[src/rtl/capture_defs.svh]
`ifndef CAPTURE_DEFS_SVH
`define CAPTURE_DEFS_SVH

// adc sample and packed word geometry
`define SAMPLE_W          12
`define WORD_W            36
`define SAMPLES_PER_WORD  3

// buffer depths, powers of two so the pointers wrap on their own
`define SAMPLE_DEPTH      64
`define WORD_DEPTH        256

// presample and sample counters
`define COUNT_W           32

// skip count of the decimator, same range as the capture hardware
`define DOWNSAMPLE_W      13

`endif

[src/rtl/capture_pkg.sv]
`default_nettype none

`include "capture_defs.svh"

package capture_pkg;

    typedef logic [`SAMPLE_W-1:0] sample_t;  // one adc sample
    typedef logic [`WORD_W-1:0]   word_t;    // three samples, first one on top
    typedef logic [`COUNT_W-1:0]  count_t;

    typedef enum logic [2:0] {
        cap_idle,
        cap_presamp_filling,
        cap_presamp_full,     // window full, drain one per write
        cap_triggered,
        cap_done
    } capture_state_e;

    // controller to sample buffer
    typedef struct packed {
        logic    wr;
        sample_t data;
    } sample_wr_s;

    // packer to word buffer
    typedef struct packed {
        logic  wr;
        word_t data;
    } word_wr_s;

endpackage

`default_nettype wire

[src/rtl/sample_packer.sv]
`timescale 1ns/1ps
`default_nettype none

`include "capture_defs.svh"

module sample_packer
    import capture_pkg::*;
(
    input  wire          adc_sampleclk,
    input  wire          reset,
    input  wire          clear_i,
    input  wire          forward_i,
    input  wire sample_t sample_i,
    output word_wr_s     word_wr_o
);

    word_t      shift_q;
    logic [1:0] fill_cnt;  // samples already in the current word
    logic       wr_q;

    // oldest sample shifts up, so after three it sits in the top bits
    always_ff @(posedge adc_sampleclk) begin
        if (forward_i)
            shift_q <= {shift_q[`WORD_W-`SAMPLE_W-1:0], sample_i};
    end

    always_ff @(posedge adc_sampleclk) begin
        if (reset || clear_i) begin
            fill_cnt <= 2'd0;
            wr_q     <= 1'b0;
        end else begin
            wr_q <= 1'b0;
            if (forward_i) begin
                if (fill_cnt == 2'(`SAMPLES_PER_WORD - 1)) begin
                    fill_cnt <= 2'd0;
                    wr_q     <= 1'b1;  // word complete next cycle
                end else begin
                    fill_cnt <= fill_cnt + 2'd1;
                end
            end
        end
    end

    assign word_wr_o = '{wr: wr_q, data: shift_q};

endmodule

`default_nettype wire

[config.mk]
export PLATFORM = sky130hd
export DESIGN_NAME = sample_packer
export DESIGN_NICKNAME = d
export VERILOG_FILES = /design/src/rtl/capture_pkg.sv /design/src/rtl/sample_packer.sv
export VERILOG_INCLUDE_DIRS = /design/src /design/src/rtl
export SDC_FILE = /design/constraint.sdc
export NUM_CORES = 1
export LEC_CHECK = 0
export BUFFER_PORTS_ARGS = -buffer_cell sky130_fd_sc_hd__buf_4
export CAP_MARGIN = 20
export CORE_ASPECT_RATIO = 1.2
export CORE_UTILIZATION = 40
export CTS_CLUSTER_SIZE = 20
export DETAILED_ROUTE_END_ITERATION = 8
export PLACE_DENSITY = 0.77
export SYNTH_ARGS = -nofsm -noshare
export SYNTH_HDL_FRONTEND = slang
export SYNTH_SLANG_ARGS = --single-unit
[constraint.sdc]
create_clock -name adc_sampleclk -period 1 [get_ports adc_sampleclk]
set_input_delay 0.1 -clock adc_sampleclk [delete_from_list [all_inputs] [get_ports adc_sampleclk]]
set_output_delay 0.1 -clock adc_sampleclk [all_outputs]
set_load 0.005 [all_outputs]
==> impl_metrics.tcl <==
set metrics [dict create \
    status "finished, violations left" \
    violations "setup timing" \
    grt_usage 0.156 \
    rows 21 \
    cts-root-buf "clkbuf_4" \
    slowest_stage "edfxtp_1" \
    placed_cells 136 \
    firstDrtPassIters 4 \
    drive_above_1_share 0.566 \
    die_w_um 52.2 \
    multi_input_area_um2 63.8 \
    syn_avg_cell_area_um2 25.2 \
    post-layout-total-power_uw 3090 \
    top_usage_layer "met2" \
    power.clock.fraction 0.242 \
    cts_buffers 5 \
    yosysWarningCount 0 \
    grt_pass1_vias 737 \
    yosys.area.top_type_share 0.893 \
    p_leak_uw 0.000819 \
    seq_area_frac_synth 0.943 \
    slowest_delay_ps 450 \
    grt_max_degree 17 \
    yosys.cell_types.count 9 \
    clk_pin_slew_ps 120 \
    critPathMaxFanout 2 \
    cp_num_buf_inv 1 \
    path_delay_family "flip-flops" \
    share_seq_of_total_power 0.635 \
    finalClockSkew_ps 11.9 \
    die_h_um 62.2 \
    final_antenna_net_count 0 \
    yosysTopAreaCell "edfxtp_1" \
    hold_viol 0 \
    seq_area_mm2 0.00114 \
    cts_max_level 2 \
    cts_tree "built" \
    ys_top_cells_by_area "edfxtp_1 89%, dfxtp_1 5.0%, nand3b_1 1.2%" \
    drt_iter0_markers 14 \
    muxShareOfSynthArea 0 \
    synth_xor_area_frac 0 \
    p_sw_frac 0.214 \
    cp_cell_sequence "buf_6" \
    grt_overflow 0 \
    setup_viol 10 \
    power_frac_comb 0.122 \
    syn_to_final_growth_pct 66.4 \
    final_area_mm2 0.00201 \
    dieArea_mm2 0.00325 \
    clock.fmax_ghz 0.971 \
    synth_compound_area_frac 0.0165 \
    start_util 0.426 \
    io_pins 53 \
    synth_top_family_by_area "simple AND/OR/NAND/NOR gates" \
    antenna_found_initial 0 \
    drv_cap 0 \
    p_sw_uw 663 \
    placed_area_mm2 0.00166 \
    io_buffers 52 \
    avgRoutedWirePerCell_um 14.7 \
    synthAdderAreaFrac 0 \
    hold_path.class "in -> reg" \
    vias 758 \
    stdcell_count 170 \
    crit_type "reg -> out" \
    remaining_drc_errors 0 \
    yosys.area_share.simple 0.0341 \
    tightest_slew_ps 210 \
    clock_path_buffers 2 \
    cp.arrival_ps 930 \
    insertion_delay_ps 340 \
    netlist_instances 48 \
    netlist_area_mm2 0.00121 \
    min_period_over_period 1.03 \
    cts_num_sinks 39 \
    final_max_slew_viol_count 0 \
    ys_ff_latch 39 \
    place_congestion 0.634 \
    synth_fp_nets 64 \
    power.internal_uw 2430 \
    coreArea_mm2 0.00284 \
    use_met1 0.166 \
    rsz0062_at_grt "true" \
    fill_cells 183 \
    endpoint_kind "output port" \
    fin_crit_ps 1030 \
    relSlewSlack 0.860 \
    finalNetCount 151 \
    crit_required_ps 900 \
    setup_ws_ps -29.9 \
    ir_worst_vdd_mv 1.31 \
    post_drt_via_cell_ratio 4.46 \
    num_antenna_cells 0 \
    met2_usage 0.266 \
    start_kind "register" \
    grt_pass1_wl_um 3460 \
    use_met3 0.0637 \
    postRouteWirelength_um 2490 \
    power.density_mw_per_mm2 1540 \
]
## final timing paths
path	from	to	slack, ps	cells after the start
min reg2reg	shift_q[11]	shift_q[23]	470	0
max reg2reg	fill_cnt[1]	fill_cnt[0]	10	2
max	shift_q[5]	word_wr_o[5]	-30	1
min	forward_i	shift_q[5]	180	2
## metal layers
| metal | routed length, um | vias to the layer above |
|---|---|---|
| li1 | - | 363 |
| met1 | 862 | 358 |
| met2 | 1440 | 33 |
| met3 | 142 | 4 |
| met4 | 52 | 0 |
| met5 | 0 | - |
## registers in the layout (all words and copies together), names as in the netlist
register,cells
fill_cnt,2
wr_q,1
shift_q,36
## area by class of cell
class | count | area share
clock buffers | 5 | 0.0186
flip-flops and latches | 39 | 0.568
multi-input cells | 8 | 0.0317
repair buffers | 81 | 0.353
well taps | 34 | 0.0211
clock inverters | 3 | 0.00746
## logic make-up after synthesis
| family | Yosys count |
|---|---|
| flip-flops | 39 |
| AND/OR/NAND/NOR | 6 |
| AO/OA/AOI/OAI | 2 |
| buffers and inverters | 1 |
## power by group through the flow
stage	Sequential (uW)	Combinational [uW]	Clock, uW
after floorplan	1990	8.47	0
after global routing	1980	406	844
after CTS	1950	326	750
after global placement	1980	250	0
final	1970	378	750
after detailed placement	1990	254	0
## stage by stage
step	utilization	setup slack [ps]	hold WS [ps]	TNS (ps)
2_1_floorplan	-	49.9	165	0
3_3_place_gp	0.584	40.8	274	0
3_5_place_dp	0.584	3.61	279	0
4_1_cts	0.672	-29.4	153	-134
5_1_grt	0.709	-85.6	165	-1130
6_report	0.709	-29.9	175	-153
## cell usage in the layout (no fill, tap or decap), types with 2 or more instances in the layout
master	instances
dfxtp_2	2
buf_6	18
dlygate4sd3_1	14
buf_4	49
nand2b_1	2
nand3b_1	2
edfxtp_1	36
clkinv_1	2
clkbuf_4	5
## cell usage after synthesis
| cell | number |
|---|---|
| a211oi_1 | 1 |
| edfxtp_1 | 36 |
| a211oi_2 | 1 |
| nand2b_1 | 2 |
| buf_4 | 1 |
| nand3b_1 | 2 |
| nor3_1 | 1 |
| dfxtp_1 | 3 |
| or3b_1 | 1 |
## timing repair
item / in CTS / in global routing
buffers inserted: 7 / 5
hold buffers: 14 / 0
endpoints found under the hold margin: 15 / 0
pin swaps: 0 / 1
gates resized for setup: 2 / 19
setup endpoints to repair: 13 / 33
Power figures use the tool's default switching activity.
