**config.mk**
```make
export PLATFORM = sky130hd
export DESIGN_NAME = sample_decimator
export DESIGN_NICKNAME = d
export VERILOG_FILES = /design/src/rtl/sample_decimator.sv
export VERILOG_INCLUDE_DIRS = /design/src /design/src/rtl
export SDC_FILE = /design/constraint.sdc
export NUM_CORES = 1
export LEC_CHECK = 0
export BUFFER_PORTS_ARGS = -buffer_cell sky130_fd_sc_hd__buf_4
export CELL_PAD_IN_SITES_DETAIL_PLACEMENT = 2
export CELL_PAD_IN_SITES_GLOBAL_PLACEMENT = 2
export CORE_ASPECT_RATIO = 1.75
export CORE_MARGIN = 2
export CORE_UTILIZATION = 32
export CTS_CLUSTER_SIZE = 16
export DETAILED_ROUTE_END_ITERATION = 12
export PLACE_DENSITY = 0.84
export SETUP_SLACK_MARGIN = 0.15
export SYNTH_ARGS = -nofsm -noshare
export SYNTH_HDL_FRONTEND = slang
export SYNTH_SLANG_ARGS = --single-unit
```
**constraint.sdc**
```tcl
create_clock -name adc_sampleclk -period 1.75 [get_ports adc_sampleclk]
set_input_delay 0.2625 -clock adc_sampleclk [delete_from_list [all_inputs] [get_ports adc_sampleclk]]
set_output_delay 0.2625 -clock adc_sampleclk [all_outputs]
set_load 0.01 [all_outputs]
```
**src/rtl/capture_defs.svh**
```systemverilog
`ifndef CAPTURE_DEFS_SVH
`define CAPTURE_DEFS_SVH

// adc sample and packed word geometry
`define SAMPLE_W          12
`define WORD_W            36
`define SAMPLES_PER_WORD  3

// buffer depths, powers of two so the pointers wrap on their own
`define SAMPLE_DEPTH      64
`define WORD_DEPTH        256

// presample and sample counters
`define COUNT_W           32

// skip count of the decimator, same range as the capture hardware
`define DOWNSAMPLE_W      13

`endif

```
**src/rtl/sample_decimator.sv**
```systemverilog
`timescale 1ns/1ps
`default_nettype none

`include "capture_defs.svh"

// keeps one sample out of every downsample_i+1
// not a real decimation filter, the other samples are just skipped
module sample_decimator (
    input  wire                     adc_sampleclk,
    input  wire                     reset,
    input  wire                     restart_i,
    input  wire [`DOWNSAMPLE_W-1:0] downsample_i,
    output logic                    keep_o
);

    logic [`DOWNSAMPLE_W-1:0] skip_cnt;

    always_ff @(posedge adc_sampleclk) begin
        if (reset || restart_i) begin
            skip_cnt <= '0;
            keep_o   <= 1'b0;
        end else begin
            if (skip_cnt == downsample_i) begin  // top of count
                skip_cnt <= '0;
                keep_o   <= 1'b1;
            end else begin
                skip_cnt <= skip_cnt + 1'b1;
                keep_o   <= 1'b0;
            end
        end
    end

endmodule

`default_nettype wire

```
==> flow_metrics.env <==
export IMPL_multi_input_area_um2=489
export IMPL_cp_cell_sequence="xnor2_1 -> nand4_1 -> nor4_4 -> buf_6 -> nor3b_2"
export IMPL_synthTopCellsByArea="dfxtp_1 (35%), xnor2_1 (22%), nor3_1 (5.7%), nor4_2 (4.7%), nand3_1 (3.8%)"
export IMPL_max_cap_violations=0
export IMPL_cp_end_kind="register"
export IMPL_wl_per_cell_um=17.8
export IMPL_htreeDepth=1
export IMPL_gp_congestion=0.733
export IMPL_holdPathStages=2
export IMPL_firstDrtPassIters=4
export IMPL_drtAntennaViolNets=0
export IMPL_io_pins=17
export IMPL_cp_start_kind="register"
export IMPL_slew_headroom_pct=79.1
export IMPL_synth_fp_nets=97
export IMPL_synth_seq_cells=14
export IMPL_reg2reg_depth=5
export IMPL_rows=23
export IMPL_ys_warn_count=0
export IMPL_syn_avg_cell_area_um2=9.93
export IMPL_cts_buffer_depth=2
export IMPL_dpl_hpwl_um=1660
export IMPL_cts_made_buffers=3
export IMPL_tightest_slew_ns=0.313
export IMPL_cp_num_buf_inv=1
export IMPL_cts_root_buf="clkbuf_8"
export IMPL_dieWidth_um=41.7
export IMPL_setup_viol=0
export IMPL_syn_area_um2=795
export IMPL_period_needed_ns=1.53
export IMPL_cp_arrival_ns=1.71
export IMPL_outcome="finished, final reports clean"
export IMPL_r2r_start="skip_cnt[1]"
export IMPL_final_cell_area_um2=993
export IMPL_grt_pass1_wl_um=3530
export IMPL_vias=650
export IMPL_synth_common_cells="xnor2_1 (20), dfxtp_1 (14), nor3_1 (9)"
export IMPL_grt_pass1_vias=720
export IMPL_fillers=246
export IMPL_yosys_area_top_type="dfxtp_1"
export IMPL_synth_edf_count=0
export IMPL_timing_hold_ws_ns=0.176
export IMPL_clock_skew_ns=0.00218
export IMPL_crit_required_ns=1.93
export IMPL_leakage_nw=0.325
export IMPL_first_iter_violations=9
export IMPL_max_stage_delay_ns=0.35
export IMPL_grt_start_max_net_pins=15
export IMPL_initial_core_util_pct=34.1
export IMPL_cts_sinks=14
export IMPL_path_class="reg2reg"
export IMPL_clkSlewWorstSetupHoldPaths_ns=0.06
export IMPL_syn_to_final_growth_pct=25.0
export IMPL_ys_types=24
export IMPL_finalHoldViolCount=0
export IMPL_hold_path_startpoint="restart_i"
export IMPL_seqCellArea_um2=282
export IMPL_final_util_pct=42.6
export IMPL_clock_fmax_mhz=654
export IMPL_viasPerCell=5.28
export IMPL_place_area_um2=935
export IMPL_grt_antenna_before_repair=0
export IMPL_wl_um=2190
export IMPL_synthCells=80
export IMPL_slowest_stage="dfxtp_1"
export IMPL_min_path_type="in2reg"
export IMPL_die_y_um=69.9
export IMPL_peakVddDrop_uv=353
export IMPL_dp_cells=120
export IMPL_yosysMostFrequentCell="xnor2_1"
export IMPL_synth_top_area_share_pct=35.3
export IMPL_postCtsHoldBufs=0
export IMPL_grt_setup_unrepaired="no"
export IMPL_finalCritPeriodShare_pct=87.4
export IMPL_r2r_setup_slack_ns=0.22
export IMPL_setup_tns_ns=0
export IMPL_yosysSeqAreaShare_pct=35.3
export IMPL_worstSkewPairLatency_ns=0.25
export IMPL_dieArea_um2=2910
export IMPL_cellPowerDensity_nw_per_um2=658
export IMPL_grt_usage_pct=16.6
export IMPL_crit_family="simple AND/OR/NAND/NOR gates"
export IMPL_hold_end="keep_o"
export IMPL_synthArstFlopShare_pct=0
export IMPL_num_nets_final=117
export IMPL_portBuffers=16
export IMPL_grt_overflow_total=0
export IMPL_n_antenna_cell=0
export IMPL_stdcell_count=123
export IMPL_slew_viol_final=0
export IMPL_drive_gt1_share_pct=33.7
export IMPL_synth_top_flop_cell="dfxtp_1"
export IMPL_cp_num_cells=5
export IMPL_drc=0
export IMPL_cts_tree="built"
export IMPL_rr_endpoint="keep_o"
export IMPL_core_area_um2=2330
export IMPL_cp_max_fo=14
[placed cells by master, fill, tap and decap left out, types with 2 or more instances in the layout]
cell      instances
nand4_1           2
nor2_1            2
buf_4            17
dfxtp_1          13
nand3_1           6
inv_1             3
nor4_2            3
nor3_1            9
nand2_1           2
nor3_2            2
xnor2_1          20
xor2_1            3
clkbuf_8          3
[power breakdown]
group / internal, W / switching, W
logic: 0.0000374 / 0.0000266
clock network: 0.000152 / 0.000112
registers: 0.000321 / 0.00000368
[worst max path at each step]
stage | start | endpoint | slack, ns
after global placement | downsample_i[10] | keep_o | 0.26
after detailed placement | downsample_i[1] | keep_o | 0.18
after CTS | skip_cnt[0] | skip_cnt[10] | 0.18
final | skip_cnt[1] | keep_o | 0.22
after floorplan | skip_cnt[5] | skip_cnt[3] | 0.36
after global routing | skip_cnt[1] | keep_o | 0.13
[cell families (layout without fill, tap and decap cells)]
logic type      Yosys count  count (layout)  share of synthesized area, %
flops                    14              14                          35.3
fa+ha+maj                 1               1                          1.57
compound gates            1               1                         0.629
xor+xnor                 23              23                          25.4
simple gates             34              34                          31.2
mux                       1               1                          1.26
buf+inv                   6              24                          4.72
[through the flow]
stage          power (W)  setup WS (ns)
3_5_place_dp    0.000394          0.183
4_1_cts         0.000656          0.178
3_3_place_gp    0.000390          0.264
2_1_floorplan   0.000357          0.355
6_report        0.000654          0.221
5_1_grt         0.000677          0.128
[sequential cells by signal, summed over array words and instances (netlist names)]
signal and flops:
skip_cnt 13, keep_o 1
[metal layers]
| metal | up-vias | GRT usage, % | wire length, µm |
|---|---|---|---|
| li1 | 312 | - | - |
| met4 | 0 | 8.60 | 46 |
| met3 | 5 | 2.58 | 59 |
| met2 | 12 | 31.4 | 1260 |
| met1 | 321 | 16.5 | 823 |
| met5 | - | 0 | 0 |
[timing repair]
action / CTS / global route
setup endpoints to repair: 0 / 13
gates resized for setup: 0 / 4
buffers inserted: 0 / 0
[worst reg2reg max path, cell delays in order (launching register included)]
cell	delay, ns
dfxtp_1	0.35
xnor2_1	0.25
nand4_1	0.18
nor4_4	0.30
buf_6	0.21
nor3b_2	0.17
[layout make-up]
class                      count  share of cell area (%)
sequential                    14                    28.3
clock buffer                   3                    4.16
multi-input combinational     60                    49.2
timing repair buffer          18                    14.0
inverter                       3                    1.13
tap                           25                    3.15
Note: power is estimated with default switching activity, not from simulation.
