### src/rtl/capture_defs.svh
`ifndef CAPTURE_DEFS_SVH
`define CAPTURE_DEFS_SVH

// adc sample and packed word geometry
`define SAMPLE_W          12
`define WORD_W            36
`define SAMPLES_PER_WORD  3

// buffer depths, powers of two so the pointers wrap on their own
`define SAMPLE_DEPTH      64
`define WORD_DEPTH        256

// presample and sample counters
`define COUNT_W           32

// skip count of the decimator, same range as the capture hardware
`define DOWNSAMPLE_W      13

`endif

### src/rtl/capture_pkg.sv
`default_nettype none

`include "capture_defs.svh"

package capture_pkg;

    typedef logic [`SAMPLE_W-1:0] sample_t;  // one adc sample
    typedef logic [`WORD_W-1:0]   word_t;    // three samples, first one on top
    typedef logic [`COUNT_W-1:0]  count_t;

    typedef enum logic [2:0] {
        cap_idle,
        cap_presamp_filling,
        cap_presamp_full,     // window full, drain one per write
        cap_triggered,
        cap_done
    } capture_state_e;

    // controller to sample buffer
    typedef struct packed {
        logic    wr;
        sample_t data;
    } sample_wr_s;

    // packer to word buffer
    typedef struct packed {
        logic  wr;
        word_t data;
    } word_wr_s;

endpackage

`default_nettype wire

### src/rtl/byte_serializer.sv
`timescale 1ns/1ps
`default_nettype none

module byte_serializer
    import capture_pkg::*;
(
    input  wire        adc_sampleclk,
    input  wire        reset,
    input  wire        clear_i,
    input  wire        low_res_i,
    input  wire        read_en_i,
    input  wire word_t word_i,
    input  wire        word_empty_i,
    output logic       word_rd_o,
    output logic [7:0] read_data_o,
    output logic       read_empty_o
);

    logic [3:0] byte_idx;
    logic [3:0] nibble_q;     // low bits of sample 3, sent in byte 4
    logic       underflow_q;
    logic       last_byte;
    logic       word_done;

    // low res: 3 bytes per word; high res: 9 bytes per two words
    assign last_byte = low_res_i ? (byte_idx == 4'd2) : (byte_idx == 4'd8);
    assign word_done = last_byte | (~low_res_i & (byte_idx == 4'd3));

    // a read on empty is passed on so the buffer flags the underflow
    assign word_rd_o    = read_en_i & (word_done | word_empty_i);
    assign read_empty_o = word_empty_i;

    always_ff @(posedge adc_sampleclk) begin
        if (reset || clear_i) begin
            byte_idx    <= 4'd0;
            underflow_q <= 1'b0;
        end else if (read_en_i) begin
            if (word_empty_i)
                underflow_q <= 1'b1;  // index stays put, no data
            else if (last_byte)
                byte_idx <= 4'd0;
            else
                byte_idx <= byte_idx + 4'd1;
        end
    end

    always_ff @(posedge adc_sampleclk) begin
        if (read_en_i && !word_empty_i && !low_res_i && (byte_idx == 4'd3))
            nibble_q <= word_i[3:0];
    end

    always_comb begin
        read_data_o = 8'h00;
        if (!underflow_q && !word_empty_i) begin
            if (low_res_i) begin
                case (byte_idx)
                    4'd0:    read_data_o = word_i[35:28];  // top 8 of each sample
                    4'd1:    read_data_o = word_i[23:16];
                    4'd2:    read_data_o = word_i[11:4];
                    default: read_data_o = 8'h00;
                endcase
            end else begin
                case (byte_idx)
                    4'd0:    read_data_o = word_i[35:28];
                    4'd1:    read_data_o = word_i[27:20];
                    4'd2:    read_data_o = word_i[19:12];
                    4'd3:    read_data_o = word_i[11:4];
                    4'd4:    read_data_o = {nibble_q, word_i[35:32]};  // spans both words
                    4'd5:    read_data_o = word_i[31:24];
                    4'd6:    read_data_o = word_i[23:16];
                    4'd7:    read_data_o = word_i[15:8];
                    4'd8:    read_data_o = word_i[7:0];
                    default: read_data_o = 8'h00;
                endcase
            end
        end
    end

endmodule

`default_nettype wire

### config.mk
export PLATFORM = sky130hd
export DESIGN_NAME = byte_serializer
export DESIGN_NICKNAME = d
export VERILOG_FILES = /design/src/rtl/capture_pkg.sv /design/src/rtl/byte_serializer.sv
export VERILOG_INCLUDE_DIRS = /design/src /design/src/rtl
export SDC_FILE = /design/constraint.sdc
export NUM_CORES = 1
export LEC_CHECK = 0
export ABC_AREA = 0
export BUFFER_PORTS_ARGS = -buffer_cell sky130_fd_sc_hd__buf_2
export CAP_MARGIN = 10
export CORE_ASPECT_RATIO = 1.4
export CORE_MARGIN = 2
export CORE_UTILIZATION = 43
export DETAILED_ROUTE_END_ITERATION = 6
export MAX_ROUTING_LAYER = met4
export PLACE_DENSITY = 0.76
export SETUP_SLACK_MARGIN = 0.05
export SLEW_MARGIN = 5
export SYNTH_ARGS = -nofsm -noshare
export SYNTH_HDL_FRONTEND = slang
export SYNTH_SLANG_ARGS = --single-unit
### constraint.sdc
create_clock -name adc_sampleclk -period 1.6 [get_ports adc_sampleclk]
set_input_delay 0 -clock adc_sampleclk [delete_from_list [all_inputs] [get_ports adc_sampleclk]]
set_output_delay 0 -clock adc_sampleclk [all_outputs]
set_load 0.02 [all_outputs]
==> results.ini <==
[setup_path]
reg2reg_from = byte_idx[1]$_SDFFE_PP0P_
worstSetupStartpointType = flop
reg2reg_depth = 9
path_cells = inv_4 -> ha_4 -> buf_6 -> buf_6 -> a222oi_1 -> o22ai_2 -> buf_6
r2r_setup_slack_ns = -0.11
cpMostUsedCell = buf_6
cp.required_ns = 1.60
crit_path_start = byte_idx[1]$_SDFFE_PP0P_
worst-path-stages = 7
crit_slowest_cell = a222oi_1
critPathKind = reg2out
critical_path.max_fanout = 7
cp_slowest_stage_delay_ns = 0.54
arrival_ns = 2.06
end_kind = primary output
worst-path-buf-inv = 4
cp_top_family = compound AO/OA/AOI/OAI gates

[run_status]
status = finished, violations left
violations = DRC, setup timing

[final_layout]
fill_cells = 234
finalNetCount = 275
layout-drive-gt1-share_pct = 44.3
final_cell_area_sq_um = 1880
syn_to_final_growth_pct = 56.1
diodes = 0
multiInputGateArea_sq_um = 946
ff_latch_area_sq_um = 228

[placement]
gp_congestion = 0.924
placed_area_sq_um = 1620
dp_slack_ns = -0.0923
dpl.hpwl_um = 3250
portBuffers = 51

[power]
ir_drop_mv = 0.473
power.leakage_nw = 0.786
power_density_nw_per_um2 = 419

[die]
initial_utilization_pct = 45.6
die_y_um = 66.7
core_region_area_sq_um = 2640
std_cell_rows = 22
die_x_um = 48.8
pin_count = 52
die_area_sq_um = 3250

[detailed_routing]
routedWlPerCell_um = 19.1
drt_iter0_drc = 231
vias = 1769
drt.antenna.violating_nets = 0
dr.pass1.iters = 7
totalWireLength_um = 5050
routed_via_density = 6.70
drc = 1

[synth]
netlist_top_cells_count = nor2_1 (14), a222oi_1 (12), a21oi_1 (11), a22oi_1 (10), o21ai_1 (9)
syn_avg_cell_area_sq_um = 7.88
synth-edff-count = 4
synth.yosys.seq_area_share_pct = 18.3
synthArstFlopShare_pct = 0
synthFlopType = dfxtp_1
post-synth-top-count-cell = nor2_1
ys_top_cells_by_area = a222oi_1 (10%), edfxtp_1 (10%), dfxtp_1 (8.3%)
synth_top_area_share_pct = 9.96
syn-cell-area_sq_um = 1210
synth_top_area_cell = a222oi_1
ys_seq_elements = 9
netlist_instances = 153
synth_cell_types = 49
syn_nets = 199
ys_warn_count = 0

[worst_hold_path]
hold_class = in2reg
min-delay-start = clear_i
whs_path_depth = 3

[clocking]
clk_pin_slew_ns = 0.08
cts_buffer_depth = 2
clock-sinks = 9
cts_root_buffer = clkbuf_4
numCtsBuffers = 3
htree_levels = 1
cts_tree = done
clk_latency_ns = 0.29

[timing]
hold-worst-slack_ns = 0.0719
relSlewSlack_pct = 60.7
finalHoldViolations = 0
period_minus_slack_ns = 2.06
setup_ws_ns = -0.462
rsz0062_at_grt = yes
post-route-period-util_pct = 129
report.final.setup_viol = 13
fmax_mhz = 485
slew_violations = 0
worstMarginPinSlew_ns = 0.590
clock_skew_ns = 0.00518

[global_routing]
grt_pass1_wl_um = 7400
grt_max_degree = 26
grt_usage_pct = 30.4
antenna_found_initial = 0
grt_pass1_vias = 1659
grt_overflow = 0

[flow_run]
max_cap_viol_count = 0

-- layer usage --
metal | share of wire, % | wire length, um | vias to the layer above | global-route usage [%]
met5 | 0 | 0 | - | -
met4 | 5.6 | 284 | 0 | 17.9
met3 | 11 | 553 | 39 | 6.50
met2 | 50 | 2500 | 152 | 53.4
met1 | 34 | 1710 | 807 | 31.5
li1 | - | - | 771 | -
-- through the flow --
| stage | utilization [%] | setup TNS [ns] | total power (W) | cells |
|---|---|---|---|---|
| after CTS | 70.3 | -2.14 | 0.000756 | 263 |
| after global routing | 71.3 | -4.09 | 0.000817 | 264 |
| after floorplan | - | 0 | 0.000392 | 153 |
| after detailed placement | 61.2 | -0.330 | 0.000511 | 248 |
| after global placement | 61.2 | -0.154 | 0.000504 | 248 |
| final | 71.3 | -3.28 | 0.000789 | 264 |
-- repair_timing --
item | in CTS | in global routing
gates resized for setup | 33 | 5
pin swaps | 28 | 5
hold buffers | 6 | 0
hold endpoints to repair | 5 | 0
buffers inserted | 6 | 1
setup endpoints to repair | 9 | 17
-- path summary, 6_finish.rpt --
kind,end
setup / recovery,read_data_o[6]
hold / removal,byte_idx[0]$_SDFFE_PP0P_
setup reg to reg,byte_idx[3]$_SDFFE_PP0P_
hold reg to reg,byte_idx[1]$_SDFFE_PP0P_
-- logic make-up after synthesis --
family	count (synthesis)	synth area share, %
XOR/XNOR	3	2.18
flip-flops	9	18.3
multiplexers	8	6.95
adder cells (fa/ha/maj)	4	4.15
buffers and inverters	21	10.3
AND/OR/NAND/NOR	44	18.8
AO/OA/AOI/OAI	64	39.4
-- where the power goes --
part           total (W)  switching (W)  internal [W]
registers       0.000242     0.00000306      0.000239
logic           0.000335       0.000168      0.000167
clock network   0.000211       0.000114     0.0000970
-- flip-flops by register name, summed over array words and instances, names as in the netlist --
signal / cells
underflow_q: 1
byte_idx: 4
nibble_q: 4
-- placed cells by master, fill, tap and decap left out, types with 2 or more instances in the layout --
cell | netlist | routed
buf_2 | 6 | 43
buf_4 | 3 | 22
nor2_1 | 14 | 13
buf_6 | 2 | 13
a222oi_1 | 12 | 12
a21oi_1 | 11 | 11
o21ai_1 | 9 | 10
a22oi_1 | 10 | 9
nand2_1 | 7 | 6
dlygate4sd3_1 | 0 | 6
mux2i_1 | 5 | 5
nand3_1 | 4 | 4
inv_1 | 6 | 4
edfxtp_1 | 4 | 4
nor2b_1 | 3 | 3
nand3b_1 | 3 | 3
o21ai_0 | 4 | 3
xnor2_1 | 3 | 3
ha_4 | 0 | 3
dfxtp_1 | 5 | 3
clkbuf_4 | 0 | 3
inv_4 | 0 | 2
o2111ai_1 | 2 | 2
nand2b_1 | 2 | 2
a221oi_1 | 2 | 2
a22o_1 | 2 | 2
nand4_1 | 2 | 2
o211ai_1 | 2 | 2
dfxtp_4 | 0 | 2
-- final cells by class --
type / count / share of cell area, %
Timing Repair Buffer: 85 / 32.2
Sequential cell: 9 / 12.1
Inverter: 7 / 1.66
Multi-Input combinational cell: 123 / 50.2
Tap cell: 36 / 2.39
Clock buffer: 4 / 1.40
-- worst register-to-register path, stage by stage, from the launching register on --
cell      delay [ns]
dfxtp_4         0.40
inv_4           0.05
ha_4            0.19
buf_6           0.14
buf_6           0.11
buf_6           0.10
nand3b_1        0.08
o21ai_1         0.08
a311o_1         0.37
nor2_1          0.11
Note: power is estimated with default switching activity, not from simulation.
