--- src/rtl/sample_buffer.sv ---
`timescale 1ns/1ps
`default_nettype none

// first-word-fall-through store, DEPTH must be a power of two
module sample_buffer #(
    parameter int WIDTH = 12,
    parameter int DEPTH = 64
) (
    input  wire              adc_sampleclk,
    input  wire              reset,
    input  wire              clear_i,
    input  wire              wr_i,
    input  wire [WIDTH-1:0]  din_i,
    input  wire              rd_i,
    output logic [WIDTH-1:0] dout_o,
    output logic             empty_o,
    output logic             full_o,
    output logic             overflow_o,
    output logic             underflow_o
);

    localparam int PTR_W = $clog2(DEPTH);

    logic [WIDTH-1:0] mem [DEPTH];
    logic [PTR_W-1:0] wr_ptr;
    logic [PTR_W-1:0] rd_ptr;
    logic [PTR_W:0]   count;
    logic             wr_ok;
    logic             rd_ok;

    assign empty_o = (count == '0);
    assign full_o  = (count == (PTR_W + 1)'(DEPTH));
    assign wr_ok   = wr_i & ~full_o;
    assign rd_ok   = rd_i & ~empty_o;
    assign dout_o  = mem[rd_ptr];  // head of queue, valid when not empty

    always_ff @(posedge adc_sampleclk) begin
        if (wr_ok)
            mem[wr_ptr] <= din_i;
    end

    always_ff @(posedge adc_sampleclk) begin
        if (reset || clear_i) begin
            wr_ptr      <= '0;
            rd_ptr      <= '0;
            count       <= '0;
            overflow_o  <= 1'b0;
            underflow_o <= 1'b0;
        end else begin
            if (wr_ok) wr_ptr <= wr_ptr + 1'b1;  // wraps at DEPTH
            if (rd_ok) rd_ptr <= rd_ptr + 1'b1;
            case ({wr_ok, rd_ok})
                2'b10:   count <= count + 1'b1;
                2'b01:   count <= count - 1'b1;
                default: count <= count;
            endcase
            overflow_o  <= wr_i & full_o;   // data lost
            underflow_o <= rd_i & empty_o;
        end
    end

endmodule

`default_nettype wire

--- config.mk ---
export PLATFORM = sky130hd
export DESIGN_NAME = sample_buffer
export DESIGN_NICKNAME = d
export VERILOG_FILES = /design/src/rtl/sample_buffer.sv
export SDC_FILE = /design/constraint.sdc
export NUM_CORES = 1
export LEC_CHECK = 0
export BUFFER_PORTS_ARGS = -buffer_cell sky130_fd_sc_hd__buf_4
export CORE_UTILIZATION = 31
export CTS_CLUSTER_SIZE = 25
export DETAILED_ROUTE_END_ITERATION = 6
export PLACE_DENSITY = 0.45
export SLEW_MARGIN = 10
export SYNTH_ARGS = -nofsm -noshare
export SYNTH_HDL_FRONTEND = slang
export SYNTH_SLANG_ARGS = --single-unit
--- constraint.sdc ---
create_clock -name adc_sampleclk -period 4.45 [get_ports adc_sampleclk]
set_input_delay 0.6675 -clock adc_sampleclk [delete_from_list [all_inputs] [get_ports adc_sampleclk]]
set_output_delay 0.6675 -clock adc_sampleclk [all_outputs]
set_load 0.05 [all_outputs]
==> results summary <==
The number of standard cells after synthesis came out at 1,492. The CTS buffer count came out at 87. Dividing the detail-routed via count by the number of cells gives 5.090. The H-tree was split into 3 levels.

The source-to-sink clock delay at the later pin of the worst-skew pair is 630 ps. In the post-synthesis netlist, the biggest area contributors are sky130_fd_sc_hd__edfxtp_1 74%, sky130_fd_sc_hd__mux4_2 13%, sky130_fd_sc_hd__mux2i_1 1.8%, sky130_fd_sc_hd__dfxtp_1 1.7%, sky130_fd_sc_hd__nor2_1 1.4%. The layout has 9,102 filler cells.

The internal power summed over all cells came out at 12.31 mW. The power density of the placed cells came out at 428.3 nW/um^2. The weighted congestion at the end of routability-driven global placement came out at 0.7581. The area growth from synthesis to layout is 16.62%. The worst setup path is captured at a primary output. The total overflow left after global routing is 0. After synthesis, the mean cell area works out to 20.78 um^2. The total number of yosys warnings came out at 0. The half-perimeter wire length of the detailed placement result came out at 50,330 um. The net switching power is 3.176 mW.

The number of antenna violations at the first check in global routing was 0. The peak clock frequency supported by timing is 0.2370 GHz. The full die area is 101,300 um^2.

The count of boundary I/O pins is 33. The worst-case clock skew is 27.34 ps. When the netlist entered floorplanning its net count stood at 1,514.

The wire length of the first global-routing pass is 119,200 um. The final setup TNS is 0 ps. The biggest area contributor in the post-synthesis netlist is sky130_fd_sc_hd__edfxtp_1.

The number of clock sinks seen by CTS is 795. The largest individual stage delay along the critical path comes from the cell sky130_fd_sc_hd__dfxtp_4. The worst-case IR drop observed on VDD is 227.9 uV. The total count of max-transition violations in the final report is 0. The startpoint identified for the worst hold timing path is rd_i. Walking the worst path, the cells encountered are buf_12, buf_4, mux4_2, mux4_2, o22ai_1, buf_4, nor3_1, buf_4. The net switching fraction of the power is 20.51%. Counting stages on the worst path, the most repeated cell is sky130_fd_sc_hd__buf_4. The total DRC errors in the routed layout is 0.

The utilization after layout is 36.63%. The number of global-route vias before repair came to 16,130. After synthesis the netlist holds a flip-flop and latch count of 795.

The net count reported at finish is 1,672. The simple-gate share of the synthesized area is 3.285%. The share of synthesized flip-flops with an asynchronous set or reset is 0%. The initial cell density of the core came out at 31.41%. The shortest period the worst path allows came out at 4220 ps. The area of the core region is 98,710 um^2. After synthesis, flip-flops and latches occupy 76.13% of the total area. The total global routing track utilization came out at 16.45%. The path type of the worst setup path is flop to primary output. For flop-to-flop paths, the worst setup slack is 980 ps. Setup repair after global routing left no endpoint under its margin. The worst hold path belongs to the class primary input to flop. The critical path required time is 3780 ps. The nature of the critical path startpoint is a flop. The portion of synthesized area spent on multiplexers is 15.76%. The largest net degree at the start of global routing is 65. The die boundary width is 318.2 um. In this run, placement finished with an instance count of 2,846. The total buffers and inverters traversed by the critical path is 4. At the pin with the least slew margin, the transition time is 965.4 ps. The worst register-to-register path ends at count[4].

In this run the clock root is driven by a sky130_fd_sc_hd__clkbuf_16. The total routed wirelength came out at 82,480 um. The share of total power in combinational logic is 2.8%. The worst-case headroom to the max-slew limit is 35.57%. The worst reg2reg path depth came out at 10. On the worst path, the slowest cell contributes a delay of 670 ps. The combinational family with the most area after synthesis is multiplexers. The final non-filler cell total is 3,001. The post-route netlist has 27.69% of its cells at a drive strength greater than 1. The flip-flop and latch area came out at 23,620 um^2.

Summing every instance area after synthesis gives 31,000 um^2. Of the total synthesized cell area, the portion taken by full adders, half adders and majority gates is 0.2018%. The worst hold margin came out at 296.8 ps.

The top cell family by delay on the critical path is multiplexers. The count of final setup violators is 0. In this run, flip-flops and latches consume 53.1% of the power.

The number of distinct standard cells referenced by the synthesized netlist is 59. The final period utilization came out at 94.83%. The leakage dissipation is 11.01 nW. For this run, the leading register cell type out of synthesis is sky130_fd_sc_hd__edfxtp_1. The count of routing violations after the opening detailed-route iteration is 1,593.

For hold timing, the worst endpoint is underflow_o. The maximum count of clock buffers along a single path is 3. The arrival time at the worst endpoint came out at 3550 ps. The worst register-to-register path begins at count[2]. The top-area cell type share of the netlist area is 74.39%. The share of the synthesized netlist area taken by xor and xnor gates is 0.3955%.

The count of nets left with antenna violations after detail routing is 0. The clock transition at the registers of the reported paths is 60 ps. The detailed-routing iteration count for the pre-antenna-repair pass came out at 7. The TritonCTS clock tree is yes.

Port buffering added 32 buffers. The per-cell routed wire length came out at 27.49 um. The flow ran to the end, and the final reports show no timing, DRC or antenna violations.

The highest fanout seen on the critical path is 15. The synthesized-area fraction occupied by ao, oa, aoi and oai cells came out at 2.664%. The floorplan has 115 rows. The portion of total power attributed to the clock network came out at 44.1%. The number of instances on the worst hold path came out at 2. The max capacitance violation total came out at 0. The number of failing hold endpoints at the final stage came out at 0. The routed via count is 15,280. The number of enable-type register cells in the synthesized netlist came out at 768. In the final layout, the multi-input gates occupy 6920 um^2. The floorplan step set the die height to 318.2 um.
[per-layer routing]
| layer | vias up | global-route usage [%] | part of all wire (%) |
|---|---|---|---|
| li1 | 6528 | - | - |
| met1 | 8278 | 23.01 | 45 |
| met2 | 376 | 26.24 | 48 |
| met3 | 93 | 2.856 | 5.4 |
| met4 | 0 | 4.863 | 2.3 |
| met5 | - | 0 | 0 |
[cells by family after synthesis]
| kind of cell | after synthesis |
|---|---|
| XOR/XNOR | 14 |
| AND/OR/NAND/NOR | 222 |
| buffers and inverters | 91 |
| adder cells (fa/ha/maj) | 5 |
| flip-flops | 795 |
| multiplexers | 250 |
| AO/OA/AOI/OAI | 115 |
[power by group through the flow]
stage	clock network, mW	logic, mW	registers, mW
6_report	6.82	0.431	8.23
5_1_grt	7.28	0.463	8.23
4_1_cts	7.01	0.442	8.23
3_5_place_dp	0	0.436	8.39
3_3_place_gp	0	0.427	8.39
2_1_floorplan	0	0.198	8.38
[worst max path at each step]
stage / startpoint / depth (start not counted) / to / slack, ps
2_1_floorplan: flop / 9 / dout_o[10] / 1020
3_3_place_gp: flop / 8 / dout_o[5] / 570
3_5_place_dp: flop / 8 / dout_o[7] / 620
4_1_cts: flop / 8 / dout_o[7] / 120
5_1_grt: flop / 8 / dout_o[7] / 30
6_report: flop / 8 / dout_o[6] / 230
[cell usage in the layout, fill, tap and decap left out, types with 12 or more instances in the layout]
| cell type | count |
|---|---|
| sky130_fd_sc_hd__nor2_1 | 110 |
| sky130_fd_sc_hd__clkinv_2 | 17 |
| sky130_fd_sc_hd__buf_12 | 12 |
| sky130_fd_sc_hd__a22oi_1 | 19 |
| sky130_fd_sc_hd__nand3_1 | 12 |
| sky130_fd_sc_hd__o21ai_0 | 13 |
| sky130_fd_sc_hd__a21oi_1 | 19 |
| sky130_fd_sc_hd__mux4_2 | 178 |
| sky130_fd_sc_hd__clkinv_1 | 13 |
| sky130_fd_sc_hd__buf_4 | 140 |
| sky130_fd_sc_hd__dfxtp_1 | 23 |
| sky130_fd_sc_hd__clkbuf_16 | 89 |
| sky130_fd_sc_hd__mux2i_1 | 55 |
| sky130_fd_sc_hd__nor3_1 | 15 |
| sky130_fd_sc_hd__edfxtp_1 | 768 |
| sky130_fd_sc_hd__nand2_1 | 32 |
| sky130_fd_sc_hd__clkbuf_1 | 17 |
[synthesized netlist by cell type, drive strengths merged (2+ instances only)]
cell type    n
a211oi       6
a21oi       19
a221o        4
a221oi       8
a22oi       19
a311oi       8
a31o         2
a31oi        4
a41o         2
and3         2
and3b        2
buf         58
clkbuf      25
dfxtp       27
edfxtp     768
ha           5
inv          8
mux2         8
mux2i       55
mux4       187
nand2       32
nand2b      10
nand3       12
nand3b       3
nand4        5
nor2       112
nor2b        9
nor3        15
nor3b        2
nor4         6
o211ai       2
o21a         2
o21ai       14
o221ai       5
o22ai       11
o311ai       2
or2          4
or3          4
xnor2        3
xor2        11
[state kept, by name, summed over array words and instances (netlist names), named ones only]
| signal | cells |
|---|---|
| underflow_o | 1 |
| count | 7 |
| rd_ptr | 6 |
| mem | 768 |
| wr_ptr | 6 |
| overflow_o | 1 |
[cell type report]
cell class | instances | share of cell area (%)
Clock buffer | 111 | 6.527
Antenna cell | 2 | 0.01384
Multi-Input combinational cell | 606 | 19.14
Timing Repair Buffer | 152 | 3.571
Sequential cell | 795 | 65.32
Tap cell | 1287 | 4.454
Clock inverter | 40 | 0.8894
Inverter | 8 | 0.08305
[repair_timing]
action / in CTS / in global routing
setup endpoints to repair: 6 / 0
hold buffers: 0 / 0
resized for setup: 0 / 0
buffers inserted: 2 / 0
[through the flow]
step	setup slack [ps]	power, mW	cell area [um^2]
2_1_floorplan	1018	8.580	31000
3_3_place_gp	566.5	8.815	33430
3_5_place_dp	624.7	8.825	33430
4_1_cts	118.2	15.68	36150
5_1_grt	32.74	15.97	36150
6_report	230.1	15.48	36160
Note: power is estimated with default switching activity, not from simulation.
