===== src/rtl/capture_defs.svh =====
`ifndef CAPTURE_DEFS_SVH
`define CAPTURE_DEFS_SVH

// adc sample and packed word geometry
`define SAMPLE_W          12
`define WORD_W            36
`define SAMPLES_PER_WORD  3

// buffer depths, powers of two so the pointers wrap on their own
`define SAMPLE_DEPTH      64
`define WORD_DEPTH        256

// presample and sample counters
`define COUNT_W           32

// skip count of the decimator, same range as the capture hardware
`define DOWNSAMPLE_W      13

`endif


===== src/rtl/capture_pkg.sv =====
`default_nettype none

`include "capture_defs.svh"

package capture_pkg;

    typedef logic [`SAMPLE_W-1:0] sample_t;  // one adc sample
    typedef logic [`WORD_W-1:0]   word_t;    // three samples, first one on top
    typedef logic [`COUNT_W-1:0]  count_t;

    typedef enum logic [2:0] {
        cap_idle,
        cap_presamp_filling,
        cap_presamp_full,     // window full, drain one per write
        cap_triggered,
        cap_done
    } capture_state_e;

    // controller to sample buffer
    typedef struct packed {
        logic    wr;
        sample_t data;
    } sample_wr_s;

    // packer to word buffer
    typedef struct packed {
        logic  wr;
        word_t data;
    } word_wr_s;

endpackage

`default_nettype wire


===== src/rtl/capture_ctrl.sv =====
`timescale 1ns/1ps
`default_nettype none

module capture_ctrl
    import capture_pkg::*;
(
    input  wire         adc_sampleclk,
    input  wire         reset,
    input  wire         arm_i,
    input  wire         capture_go_i,
    input  wire         write_mask_i,
    input  wire         keep_i,
    input  wire sample_t adc_data_i,
    input  wire count_t presample_i,
    input  wire count_t max_samples_i,
    input  wire         sb_empty_i,      // nothing to forward
    input  wire         sb_full_i,
    output logic        arm_start_o,
    output sample_wr_s  sb_wr_o,
    output logic        sb_rd_o,
    output logic        forward_o,
    output logic        capture_stop_o
);

    capture_state_e state_q;
    logic           arm_q;
    logic           arm_edge;
    logic           writing;
    logic           sb_wr;
    logic           accepted;        // write that really lands in the buffer
    logic           drain;
    logic           quota_met;
    count_t         kept_cnt;        // samples kept for the output so far
    logic [1:0]     wr_mod3;

    assign arm_edge = arm_i & ~arm_q;

    always_ff @(posedge adc_sampleclk) begin
        if (reset) begin
            arm_q       <= 1'b0;
            arm_start_o <= 1'b0;
        end else begin
            arm_q       <= arm_i;
            arm_start_o <= arm_edge;  // one cycle clear pulse for the pipeline
        end
    end

    // length reached and the last word is complete
    assign quota_met = (kept_cnt >= max_samples_i) && (wr_mod3 == 2'd0);

    always_comb begin
        case (state_q)
            cap_presamp_filling: writing = (presample_i != '0);
            cap_presamp_full:    writing = 1'b1;
            cap_triggered:       writing = ~quota_met;  // also covers the padding
            default:             writing = 1'b0;
        endcase
    end

    // a write into a full buffer is refused there and flagged as overflow
    assign sb_wr    = keep_i & write_mask_i & writing;
    assign sb_wr_o  = '{wr: sb_wr, data: adc_data_i};
    assign accepted = sb_wr & ~sb_full_i;

    assign drain     = accepted & (state_q == cap_presamp_full);
    assign forward_o = ((state_q == cap_triggered) || (state_q == cap_done)) & ~sb_empty_i;
    assign sb_rd_o   = drain | forward_o;

    always_ff @(posedge adc_sampleclk) begin
        if (reset) begin
            state_q        <= cap_idle;
            kept_cnt       <= '0;
            wr_mod3        <= 2'd0;
            capture_stop_o <= 1'b0;
        end else if (arm_start_o) begin
            state_q        <= cap_presamp_filling;
            kept_cnt       <= '0;
            wr_mod3        <= 2'd0;
            capture_stop_o <= 1'b0;
        end else begin
            // the window stays the same size while draining
            if (accepted && (state_q != cap_presamp_full)) begin
                kept_cnt <= kept_cnt + 1'b1;
                wr_mod3  <= (wr_mod3 == 2'd2) ? 2'd0 : wr_mod3 + 2'd1;
            end

            case (state_q)
                cap_presamp_filling: begin
                    if (capture_go_i)
                        state_q <= cap_triggered;  // early trigger, short window
                    else if (accepted && (kept_cnt == presample_i - 1'b1))
                        state_q <= cap_presamp_full;
                end
                cap_presamp_full: begin
                    if (capture_go_i)
                        state_q <= cap_triggered;
                end
                cap_triggered: begin
                    if (quota_met)
                        state_q <= cap_done;
                end
                cap_done: begin
                    // held here until the next arm edge
                    if (sb_empty_i)
                        capture_stop_o <= 1'b1;
                end
                default: ;
            endcase
        end
    end

endmodule

`default_nettype wire


===== config.mk =====
export PLATFORM = sky130hd
export DESIGN_NAME = capture_ctrl
export DESIGN_NICKNAME = d
export VERILOG_FILES = /design/src/rtl/capture_pkg.sv /design/src/rtl/capture_ctrl.sv
export VERILOG_INCLUDE_DIRS = /design/src /design/src/rtl
export SDC_FILE = /design/constraint.sdc
export NUM_CORES = 1
export LEC_CHECK = 0
export BUFFER_PORTS_ARGS = -buffer_cell sky130_fd_sc_hd__buf_2
export CORE_UTILIZATION = 40
export DETAILED_ROUTE_END_ITERATION = 10
export HOLD_SLACK_MARGIN = 0.06
export PLACE_DENSITY_LB_ADDON = 0.3
export SYNTH_ARGS = -nofsm -noshare
export SYNTH_HDL_FRONTEND = slang
export SYNTH_SLANG_ARGS = --single-unit

===== constraint.sdc =====
create_clock -name adc_sampleclk -period 3.5 [get_ports adc_sampleclk]
set_input_delay 0 -clock adc_sampleclk [delete_from_list [all_inputs] [get_ports adc_sampleclk]]
set_output_delay 0 -clock adc_sampleclk [all_outputs]
set_load 0.005 [all_outputs]

==> results of run 1 <==
final cells by class:
type / count / share of cell area
repair buffers: 110 / 0.1420
multi-input cells: 416 / 0.5937
inverters: 52 / 0.04118
well taps: 133 / 0.03511
clock buffers: 8 / 0.01901
flip-flops and latches: 40 / 0.1690
critical path, delay by kind of cell (launching register included):
| family | cells | cell delay [ns] |
|---|---|---|
| adder cells (fa/ha/maj) | 1 | 0.31 |
| AND/OR/NAND/NOR | 5 | 1.53 |
| flip-flops | 1 | 0.37 |
| AO/OA/AOI/OAI | 4 | 0.78 |
worst min path at each step:
stage | to | cells past startpoint | slack, ns
after floorplan | forward_o | 1 | 0.03
after global placement | sb_wr_o[0] | 0 | 0.00003
after detailed placement | sb_wr_o[0] | 0 | 0.00003
after CTS | arm_start_o | 3 | 0.07
after global routing | arm_start_o | 3 | 0.07
final | arm_start_o | 3 | 0.07
layout by cell type (no fill, tap or decap), types with 5 or more instances in the layout:
master and instances:
dlygate4sd3_1 15, nor3_1 34, xor2_1 15, o21ai_0 16, or2_2 6, clkbuf_8 6
or3_1 14, nand2_1 32, buf_4 19, xnor2_1 48, nand2b_1 7, dfxtp_1 40
o211ai_1 5, nor2_1 58, or4_1 6, ha_1 35, inv_1 52, a21oi_1 28
buf_2 76, nand4_1 14, nor4_1 14, nand3_1 13
power by group through the flow:
| stage | Sequential, uW | Clock (uW) | Combinational, uW |
|---|---|---|---|
| 2_1_floorplan | 482 | 0 | 194 |
| 3_3_place_gp | 492 | 0 | 267 |
| 3_5_place_dp | 492 | 0 | 272 |
| 4_1_cts | 481 | 340 | 291 |
| 5_1_grt | 484 | 366 | 325 |
| 6_report | 481 | 334 | 295 |
metrics by stage:
| step | setup WS (ns) | hold slack [ns] |
|---|---|---|
| after detailed placement | 0.2649 | 0.00003458 |
| after floorplan | 0.7175 | 0.02765 |
| final | 0.3692 | 0.07051 |
| after CTS | 0.2651 | 0.06888 |
| after global routing | 0.08911 | 0.07114 |
| after global placement | 0.3457 | 0.00003458 |
routing by layer:
layer / wire length [um] / part of all wire / global-route usage / vias to the layer above
li1: - / - / - / 2081
met1: 5002 / 0.45 / 0.2682 / 1887
met2: 5383 / 0.49 / 0.3924 / 121
met3: 493 / 0.045 / 0.03420 / 15
met4: 164 / 0.015 / 0.06264 / 0
met5: 0 / 0 / 0 / -
registers in the layout (all words and copies together), names as in the netlist:
| name | flops |
|---|---|
| capture_stop_o | 1 |
| kept_cnt | 32 |
| arm_q | 1 |
| wr_mod3 | 2 |
| state_q | 3 |
| arm_start_o | 1 |
cell families (layout without fill, tap and decap cells):
| logic type | Yosys count | after routing |
|---|---|---|
| compound gates | 94 | 94 |
| mux | 2 | 2 |
| flops | 40 | 40 |
| fa+ha+maj | 35 | 35 |
| xor+xnor | 63 | 63 |
| simple gates | 222 | 222 |
| buf+inv | 85 | 170 |
repair_timing:
action                     CTS  global route
hold buffers                15             0
setup endpoints to repair    0             1
gates resized for setup      0             1
hold endpoints to repair    16             0
==> metrics.txt, run 1 <==
# TYPE chip_impl_metric gauge
chip_impl_metric{name="fin_crit_sh",unit=""} 0.8945
chip_impl_metric{name="grt_first_pass_wirelength",unit="um"} 17860
chip_impl_info{name="clock_root_buffer",value="clkbuf_8"} 1
chip_impl_metric{name="slew_headroom",unit=""} 0.4762
chip_impl_info{name="criticalPathCategory",value="reg2reg"} 1
chip_impl_metric{name="seq_area",unit="sq um"} 800.8
chip_impl_metric{name="synth_fp_nets",unit=""} 660
chip_impl_metric{name="grtUsageTotal",unit=""} 0.2182
chip_impl_metric{name="critical-path-max-stage-delay",unit="ns"} 0.57
chip_impl_metric{name="dpl-instance-area",unit="sq um"} 4493
chip_impl_info{name="worst_hold_path_type",value="in2reg"} 1
chip_impl_metric{name="finalSetupTns",unit="ns"} 0
chip_impl_info{name="synth.area.top_cells",value="dfxtp_1 (20%), ha_1 (11%), xnor2_1 (11%), nor2_1 (5.5%), inv_1 (4.9%)"} 1
chip_impl_metric{name="dr.pass1.iters",unit=""} 4
chip_impl_info{name="crit_path_end",value="state_q[1]"} 1
chip_impl_info{name="crit_path_start_kind",value="flop"} 1
chip_impl_metric{name="clockPowerShare",unit=""} 0.301
chip_impl_metric{name="finalWirelength",unit="um"} 11040
chip_impl_metric{name="layout-area-overhead-vs-synth",unit="%"} 18.71
chip_impl_metric{name="timing_max_transition_violations_final",unit=""} 0
chip_impl_metric{name="synth_fa_ha_area_frac",unit=""} 0.1097
chip_impl_metric{name="die_area",unit="sq um"} 10380
chip_impl_info{name="post-synth-top-area-cell",value="dfxtp_1"} 1
chip_impl_metric{name="final-setup-viol-count",unit=""} 0
chip_impl_metric{name="cap_viol_max_count",unit=""} 0
chip_impl_metric{name="netSwitchingFraction",unit=""} 0.3221
chip_impl_metric{name="synth_seq_area_share",unit=""} 0.2006
chip_impl_metric{name="clockBufferDepth",unit=""} 2
chip_impl_metric{name="detailedPlacementHpwl",unit="um"} 8731
chip_impl_metric{name="cts_setup_buffers",unit=""} 0
chip_impl_metric{name="netlist.area_leader.share",unit=""} 0.2006
chip_impl_metric{name="p_total",unit="uW"} 1110
chip_impl_metric{name="layout.core_utilization",unit=""} 0.4871
chip_impl_metric{name="cts.sink_count",unit=""} 40
chip_impl_metric{name="cts_htree_levels",unit=""} 2
chip_impl_metric{name="routed_wire_length_per_instance",unit="um"} 14.55
chip_impl_metric{name="syn_inst",unit=""} 541
chip_impl_info{name="crit-reg2reg-launch",value="kept_cnt[14]"} 1
chip_impl_metric{name="worst_skew_pair.late_latency",unit="ns"} 0.30
chip_impl_metric{name="grt_antenna_before_repair",unit=""} 0
chip_impl_metric{name="switch_pwr",unit="uW"} 357.5
chip_impl_info{name="slowest_stage",value="or4_1"} 1
chip_impl_metric{name="globalRoute.totalOverflow",unit=""} 0
chip_impl_metric{name="routed_via_density",unit=""} 5.407
chip_impl_metric{name="die_x_extent",unit="um"} 101.9
chip_impl_metric{name="dp.cells",unit=""} 736
chip_impl_metric{name="largest_clock_skew_in_the_final_design",unit="ns"} 0.009406
chip_impl_info{name="synth-main-ff-cell",value="dfxtp_1"} 1
chip_impl_metric{name="area_taken_by_multi_input_logic_gates",unit="sq um"} 2814
chip_impl_metric{name="io_buffer_count",unit=""} 76
chip_impl_metric{name="synthesis.area",unit="sq um"} 3993
chip_impl_metric{name="die_y",unit="um"} 101.9
chip_impl_info{name="synth_top_family_by_area",value="simple AND/OR/NAND/NOR gates"} 1
chip_impl_metric{name="seq_power_share",unit=""} 0.433
chip_impl_metric{name="simple_gate_fraction_of_synth_area",unit=""} 0.2918
chip_impl_metric{name="final_area",unit="sq um"} 4740
chip_impl_info{name="path_cells",value="ha_1 > nand4_1 > nand3b_1 > a211o_1 > o211ai_1 > a31oi_2 > or4_1 > nor4_2 > o21bai_1 > nor3b_2"} 1
chip_impl_metric{name="post_route_cells_drive_above_1_share",unit=""} 0.1869
chip_impl_metric{name="synth_edf_count",unit=""} 0
chip_impl_metric{name="critical_path_arrival",unit="ns"} 3.30
chip_impl_info{name="outcome",value="finished, final reports clean"} 1
chip_impl_info{name="hold_wc_startpoint",value="arm_i"} 1
chip_impl_metric{name="critical_path_required",unit="ns"} 3.67
chip_impl_metric{name="final_period_minus_worst_setup_slack",unit="ns"} 3.131
chip_impl_metric{name="worst_ir_drop_vdd",unit="uV"} 121.5
chip_impl_info{name="worst_setup_end_kind",value="flop"} 1
chip_impl_metric{name="muxShareOfSynthArea",unit=""} 0.005014
chip_impl_metric{name="path_clk_slew",unit="ns"} 0.09
chip_impl_info{name="yosysMostFrequentCell",value="nor2_1"} 1
chip_impl_metric{name="finalWeightedCongestion",unit=""} 0.8645
chip_impl_metric{name="yosysUniqueCellTypes",unit=""} 60
chip_impl_metric{name="drtIter0Drc",unit=""} 160
chip_impl_metric{name="r2r_setup_slack",unit="ns"} 0.37
chip_impl_metric{name="drt.antenna.violating_nets",unit=""} 0
chip_impl_metric{name="synth_compound_gate_area_share",unit=""} 0.1586
chip_impl_metric{name="cts_buffers",unit=""} 5
chip_impl_metric{name="via_count_of_the_first_global_routing_pass",unit=""} 3864
chip_impl_metric{name="synth_async_sr_flop_share",unit=""} 0
chip_impl_metric{name="drt_drc_violations_left",unit=""} 0
chip_impl_info{name="cts_tree",value="built"} 1
chip_impl_metric{name="initial_core_util",unit=""} 0.4104
chip_impl_info{name="setup.worst_path.start",value="kept_cnt[14]"} 1
chip_impl_metric{name="yosys_warnings",unit=""} 0
chip_impl_metric{name="post_layout_nonfiller_instances",unit=""} 759
chip_impl_metric{name="final_nets",unit=""} 744
chip_impl_metric{name="yosys_register_bits",unit=""} 40
chip_impl_metric{name="crit_fanout",unit=""} 5
chip_impl_metric{name="synthXorXnorAreaFrac",unit=""} 0.1382
chip_impl_metric{name="syn_area_per_cell",unit="sq um"} 7.380
chip_impl_metric{name="power_frac_comb",unit=""} 0.266
chip_impl_metric{name="report.final.hold_viol_count",unit=""} 0
chip_impl_metric{name="layout.filler_cells",unit=""} 1029
chip_impl_metric{name="tightest_slew",unit="ns"} 0.7857
chip_impl_info{name="reg2reg_to",value="state_q[1]"} 1
chip_impl_metric{name="cell_int_power",unit="uW"} 752.6
chip_impl_metric{name="total_core_area",unit="sq um"} 9729
chip_impl_metric{name="floorplan.io_pins",unit=""} 101
chip_impl_info{name="grt_setup_unrepaired",value="false"} 1
chip_impl_metric{name="clock.fmax",unit="MHz"} 319.4
chip_impl_metric{name="placementRows",unit=""} 36
chip_impl_metric{name="reg2reg_depth",unit=""} 10
chip_impl_metric{name="num_antenna_cells",unit=""} 0
chip_impl_metric{name="maximum_number_of_pins_on_one_net_before_global_route_repair",unit=""} 38
chip_impl_metric{name="total_leakage_power",unit="uW"} 0.001904
chip_impl_metric{name="pwr_density_cell",unit="nW/um^2"} 234.2
chip_impl_info{name="netlist_top_cells_count",value="nor2_1 (58), inv_1 (52), xnor2_1 (48)"} 1
chip_impl_metric{name="vias",unit=""} 4104
(Power assumes the default switching activity.)
==> run 2: changes to the inputs <==
--- a/config.mk
+++ b/config.mk
@@ -11,6 +11,8 @@
 export DETAILED_ROUTE_END_ITERATION = 10
 export HOLD_SLACK_MARGIN = 0.06
 export PLACE_DENSITY_LB_ADDON = 0.3
+export REMOVE_ABC_BUFFERS = 1
+export SLEW_MARGIN = 20
 export SYNTH_ARGS = -nofsm -noshare
 export SYNTH_HDL_FRONTEND = slang
 export SYNTH_SLANG_ARGS = --single-unit
==> metrics.txt, run 2 (synthesized netlist as in run 1, its figures left out) <==
# TYPE chip_impl_metric gauge
chip_impl_metric{name="finalWeightedCongestion",unit=""} 0.8854
chip_impl_metric{name="critical_path_arrival",unit="ns"} 3.31
chip_impl_metric{name="floorplan.io_pins",unit=""} 101
chip_impl_metric{name="r2r_setup_slack",unit="ns"} 0.34
chip_impl_metric{name="vias",unit=""} 4093
chip_impl_metric{name="num_antenna_cells",unit=""} 0
chip_impl_metric{name="report.final.hold_viol_count",unit=""} 0
chip_impl_metric{name="worst_ir_drop_vdd",unit="uV"} 140.0
chip_impl_metric{name="layout-area-overhead-vs-synth",unit="%"} 17.20
chip_impl_metric{name="die_x_extent",unit="um"} 101.9
chip_impl_metric{name="worst_skew_pair.late_latency",unit="ns"} 0.29
chip_impl_metric{name="clockBufferDepth",unit=""} 2
chip_impl_metric{name="timing_max_transition_violations_final",unit=""} 0
chip_impl_metric{name="largest_register_ff_count",unit=""} 32
chip_impl_info{name="layout.cells.most_common",value="buf_2"} 1
chip_impl_metric{name="layout.filler_cells",unit=""} 1027
chip_impl_metric{name="cts.sink_count",unit=""} 40
chip_impl_metric{name="clock.fmax",unit="MHz"} 316.5
chip_impl_metric{name="final_nets",unit=""} 736
chip_impl_metric{name="pwr_density_cell",unit="nW/um^2"} 235.5
chip_impl_metric{name="detailroute.wirelength.met3",unit="um"} 503
chip_impl_metric{name="io_buffer_count",unit=""} 76
chip_impl_metric{name="die_y",unit="um"} 101.9
chip_impl_metric{name="drt_drc_violations_left",unit=""} 0
chip_impl_metric{name="cts_htree_levels",unit=""} 2
chip_impl_metric{name="wirelength_met1",unit="um"} 5065
chip_impl_info{name="outcome",value="finished, final reports clean"} 1
chip_impl_metric{name="cts_setup_buffers",unit=""} 0
chip_impl_metric{name="fin_crit_sh",unit=""} 0.9027
chip_impl_metric{name="finalSetupTns",unit="ns"} 0
chip_impl_metric{name="grtUsageTotal",unit=""} 0.2124
chip_impl_metric{name="globalRoute.totalOverflow",unit=""} 0
chip_impl_info{name="criticalPathCategory",value="reg2reg"} 1
chip_impl_metric{name="slew_headroom",unit=""} 0.4711
chip_impl_metric{name="routed_via_density",unit=""} 5.450
chip_impl_info{name="layout_common_cells",value="buf_2 (76), nor2_1 (58), inv_1 (52), xnor2_1 (48), dfxtp_1 (40)"} 1
chip_impl_info{name="worst_setup_end_kind",value="flop"} 1
chip_impl_info{name="clock_root_buffer",value="clkbuf_8"} 1
chip_impl_info{name="highest-signal-layer",value="met4"} 1
chip_impl_metric{name="dr.pass1.iters",unit=""} 6
chip_impl_metric{name="cts_buffers",unit=""} 5
chip_impl_metric{name="detailedPlacementHpwl",unit="um"} 8731
chip_impl_metric{name="path_clk_slew",unit="ns"} 0.09
chip_impl_info{name="reg.largest.list",value="kept_cnt x32, state_q x3, wr_mod3 x2"} 1
chip_impl_info{name="crit_path_start_kind",value="flop"} 1
chip_impl_metric{name="via_count_of_the_first_global_routing_pass",unit=""} 3634
chip_impl_metric{name="finalWirelength",unit="um"} 11030
chip_impl_metric{name="final-setup-viol-count",unit=""} 0
chip_impl_metric{name="total_core_area",unit="sq um"} 9729
chip_impl_metric{name="post_route_cells_drive_above_1_share",unit=""} 0.1764
chip_impl_info{name="cts_tree",value="built"} 1
chip_impl_metric{name="initial_core_util",unit=""} 0.4104
chip_impl_metric{name="cap_viol_max_count",unit=""} 0
chip_impl_info{name="grt_setup_unrepaired",value="false"} 1
chip_impl_metric{name="grt_antenna_before_repair",unit=""} 0
chip_impl_metric{name="die_area",unit="sq um"} 10380
chip_impl_metric{name="layout.core_utilization",unit=""} 0.4810
chip_impl_info{name="regMostFlops",value="kept_cnt"} 1
chip_impl_metric{name="placementRows",unit=""} 36
chip_impl_metric{name="tightest_slew",unit="ns"} 0.7933
chip_impl_metric{name="maximum_number_of_pins_on_one_net_before_global_route_repair",unit=""} 38
chip_impl_metric{name="drt.antenna.violating_nets",unit=""} 0
chip_impl_metric{name="largest_clock_skew_in_the_final_design",unit="ns"} 0.009400
chip_impl_info{name="worst_hold_path_type",value="in2reg"} 1
chip_impl_metric{name="drtIter0Drc",unit=""} 195
chip_impl_metric{name="crit_fanout",unit=""} 8
chip_impl_metric{name="total_leakage_power",unit="uW"} 0.001860
chip_impl_metric{name="routed_wire_length_per_instance",unit="um"} 14.69
chip_impl_metric{name="grt_first_pass_wirelength",unit="um"} 17400
chip_impl_metric{name="final_period_minus_worst_setup_slack",unit="ns"} 3.160
chip_impl_metric{name="route.met2.wl",unit="um"} 5305
chip_impl_metric{name="critical_path_required",unit="ns"} 3.65
## run 2: cell count changes in the layout (fill, tap and decap cells not counted)
cell / change
buf_4: -8
## run 2: area by class of cell
type,instances,area (sq um),area share
inverters,52,195.2,0.04171
repair buffers,102,613.1,0.1310
flip-flops and latches,40,800.8,0.1711
multi-input cells,416,2814,0.6013
well taps,133,166.4,0.03556
clock buffers,8,90.09,0.01925
## run 2: what timing repair did
action / CTS / global route
gates resized for setup: 0 / 1
hold buffers: 15 / 0
endpoints found under the setup margin: 0 / 5
hold endpoints to repair: 16 / 0
## run 2: metrics by stage
stage / total power, uW / hold WS, ns / instance area [sq um] / std cells / setup WS, ns
CTS: 1107 / 0.07659 / 4673 / 751 / 0.2237
global route: 1162 / 0.09468 / 4679 / 751 / 0.05070
finish: 1102 / 0.08973 / 4679 / 751 / 0.3405
global placement: 757.7 / 0.00007779 / 4433 / 728 / 0.3185
detailed placement: 763.2 / 0.00007779 / 4433 / 728 / 0.2295
floorplan: 654.2 / 0 / 3804 / 508 / 0.5925
## run 2: critical path, cell delays in order, from the launching register on
cell and delay, ns:
dfxtp_1 0.45, ha_1 0.29, nand4_1 0.14, nor4_1 0.08
buf_4 0.14, a2111oi_0 0.39, o211ai_1 0.18, a31oi_2 0.38
o21ai_2 0.22, or4_1 0.54, xor2_1 0.15, nor2_1 0.05
## run 2: path summary, 6_finish.rpt
path | endpoint | startpoint | cells past startpoint
hold reg to reg | arm_start_o | arm_q | 1
hold / removal | arm_start_o | arm_i | 3
setup reg to reg | kept_cnt[7] | kept_cnt[29] | 11
setup / recovery | kept_cnt[7] | kept_cnt[29] | 11
## run 2: per-layer routing
layer,up-vias,GRT usage
met5,-,0
met4,0,0.05165
met3,10,0.02599
met2,115,0.3711
met1,1901,0.2781
li1,2067,-
## run 2: report_power, final
part	switching, uW	total (uW)	internal [uW]
Clock	170	332	161
Sequential	17.9	482	464
Combinational	163	288	126
Total	351	1100	751
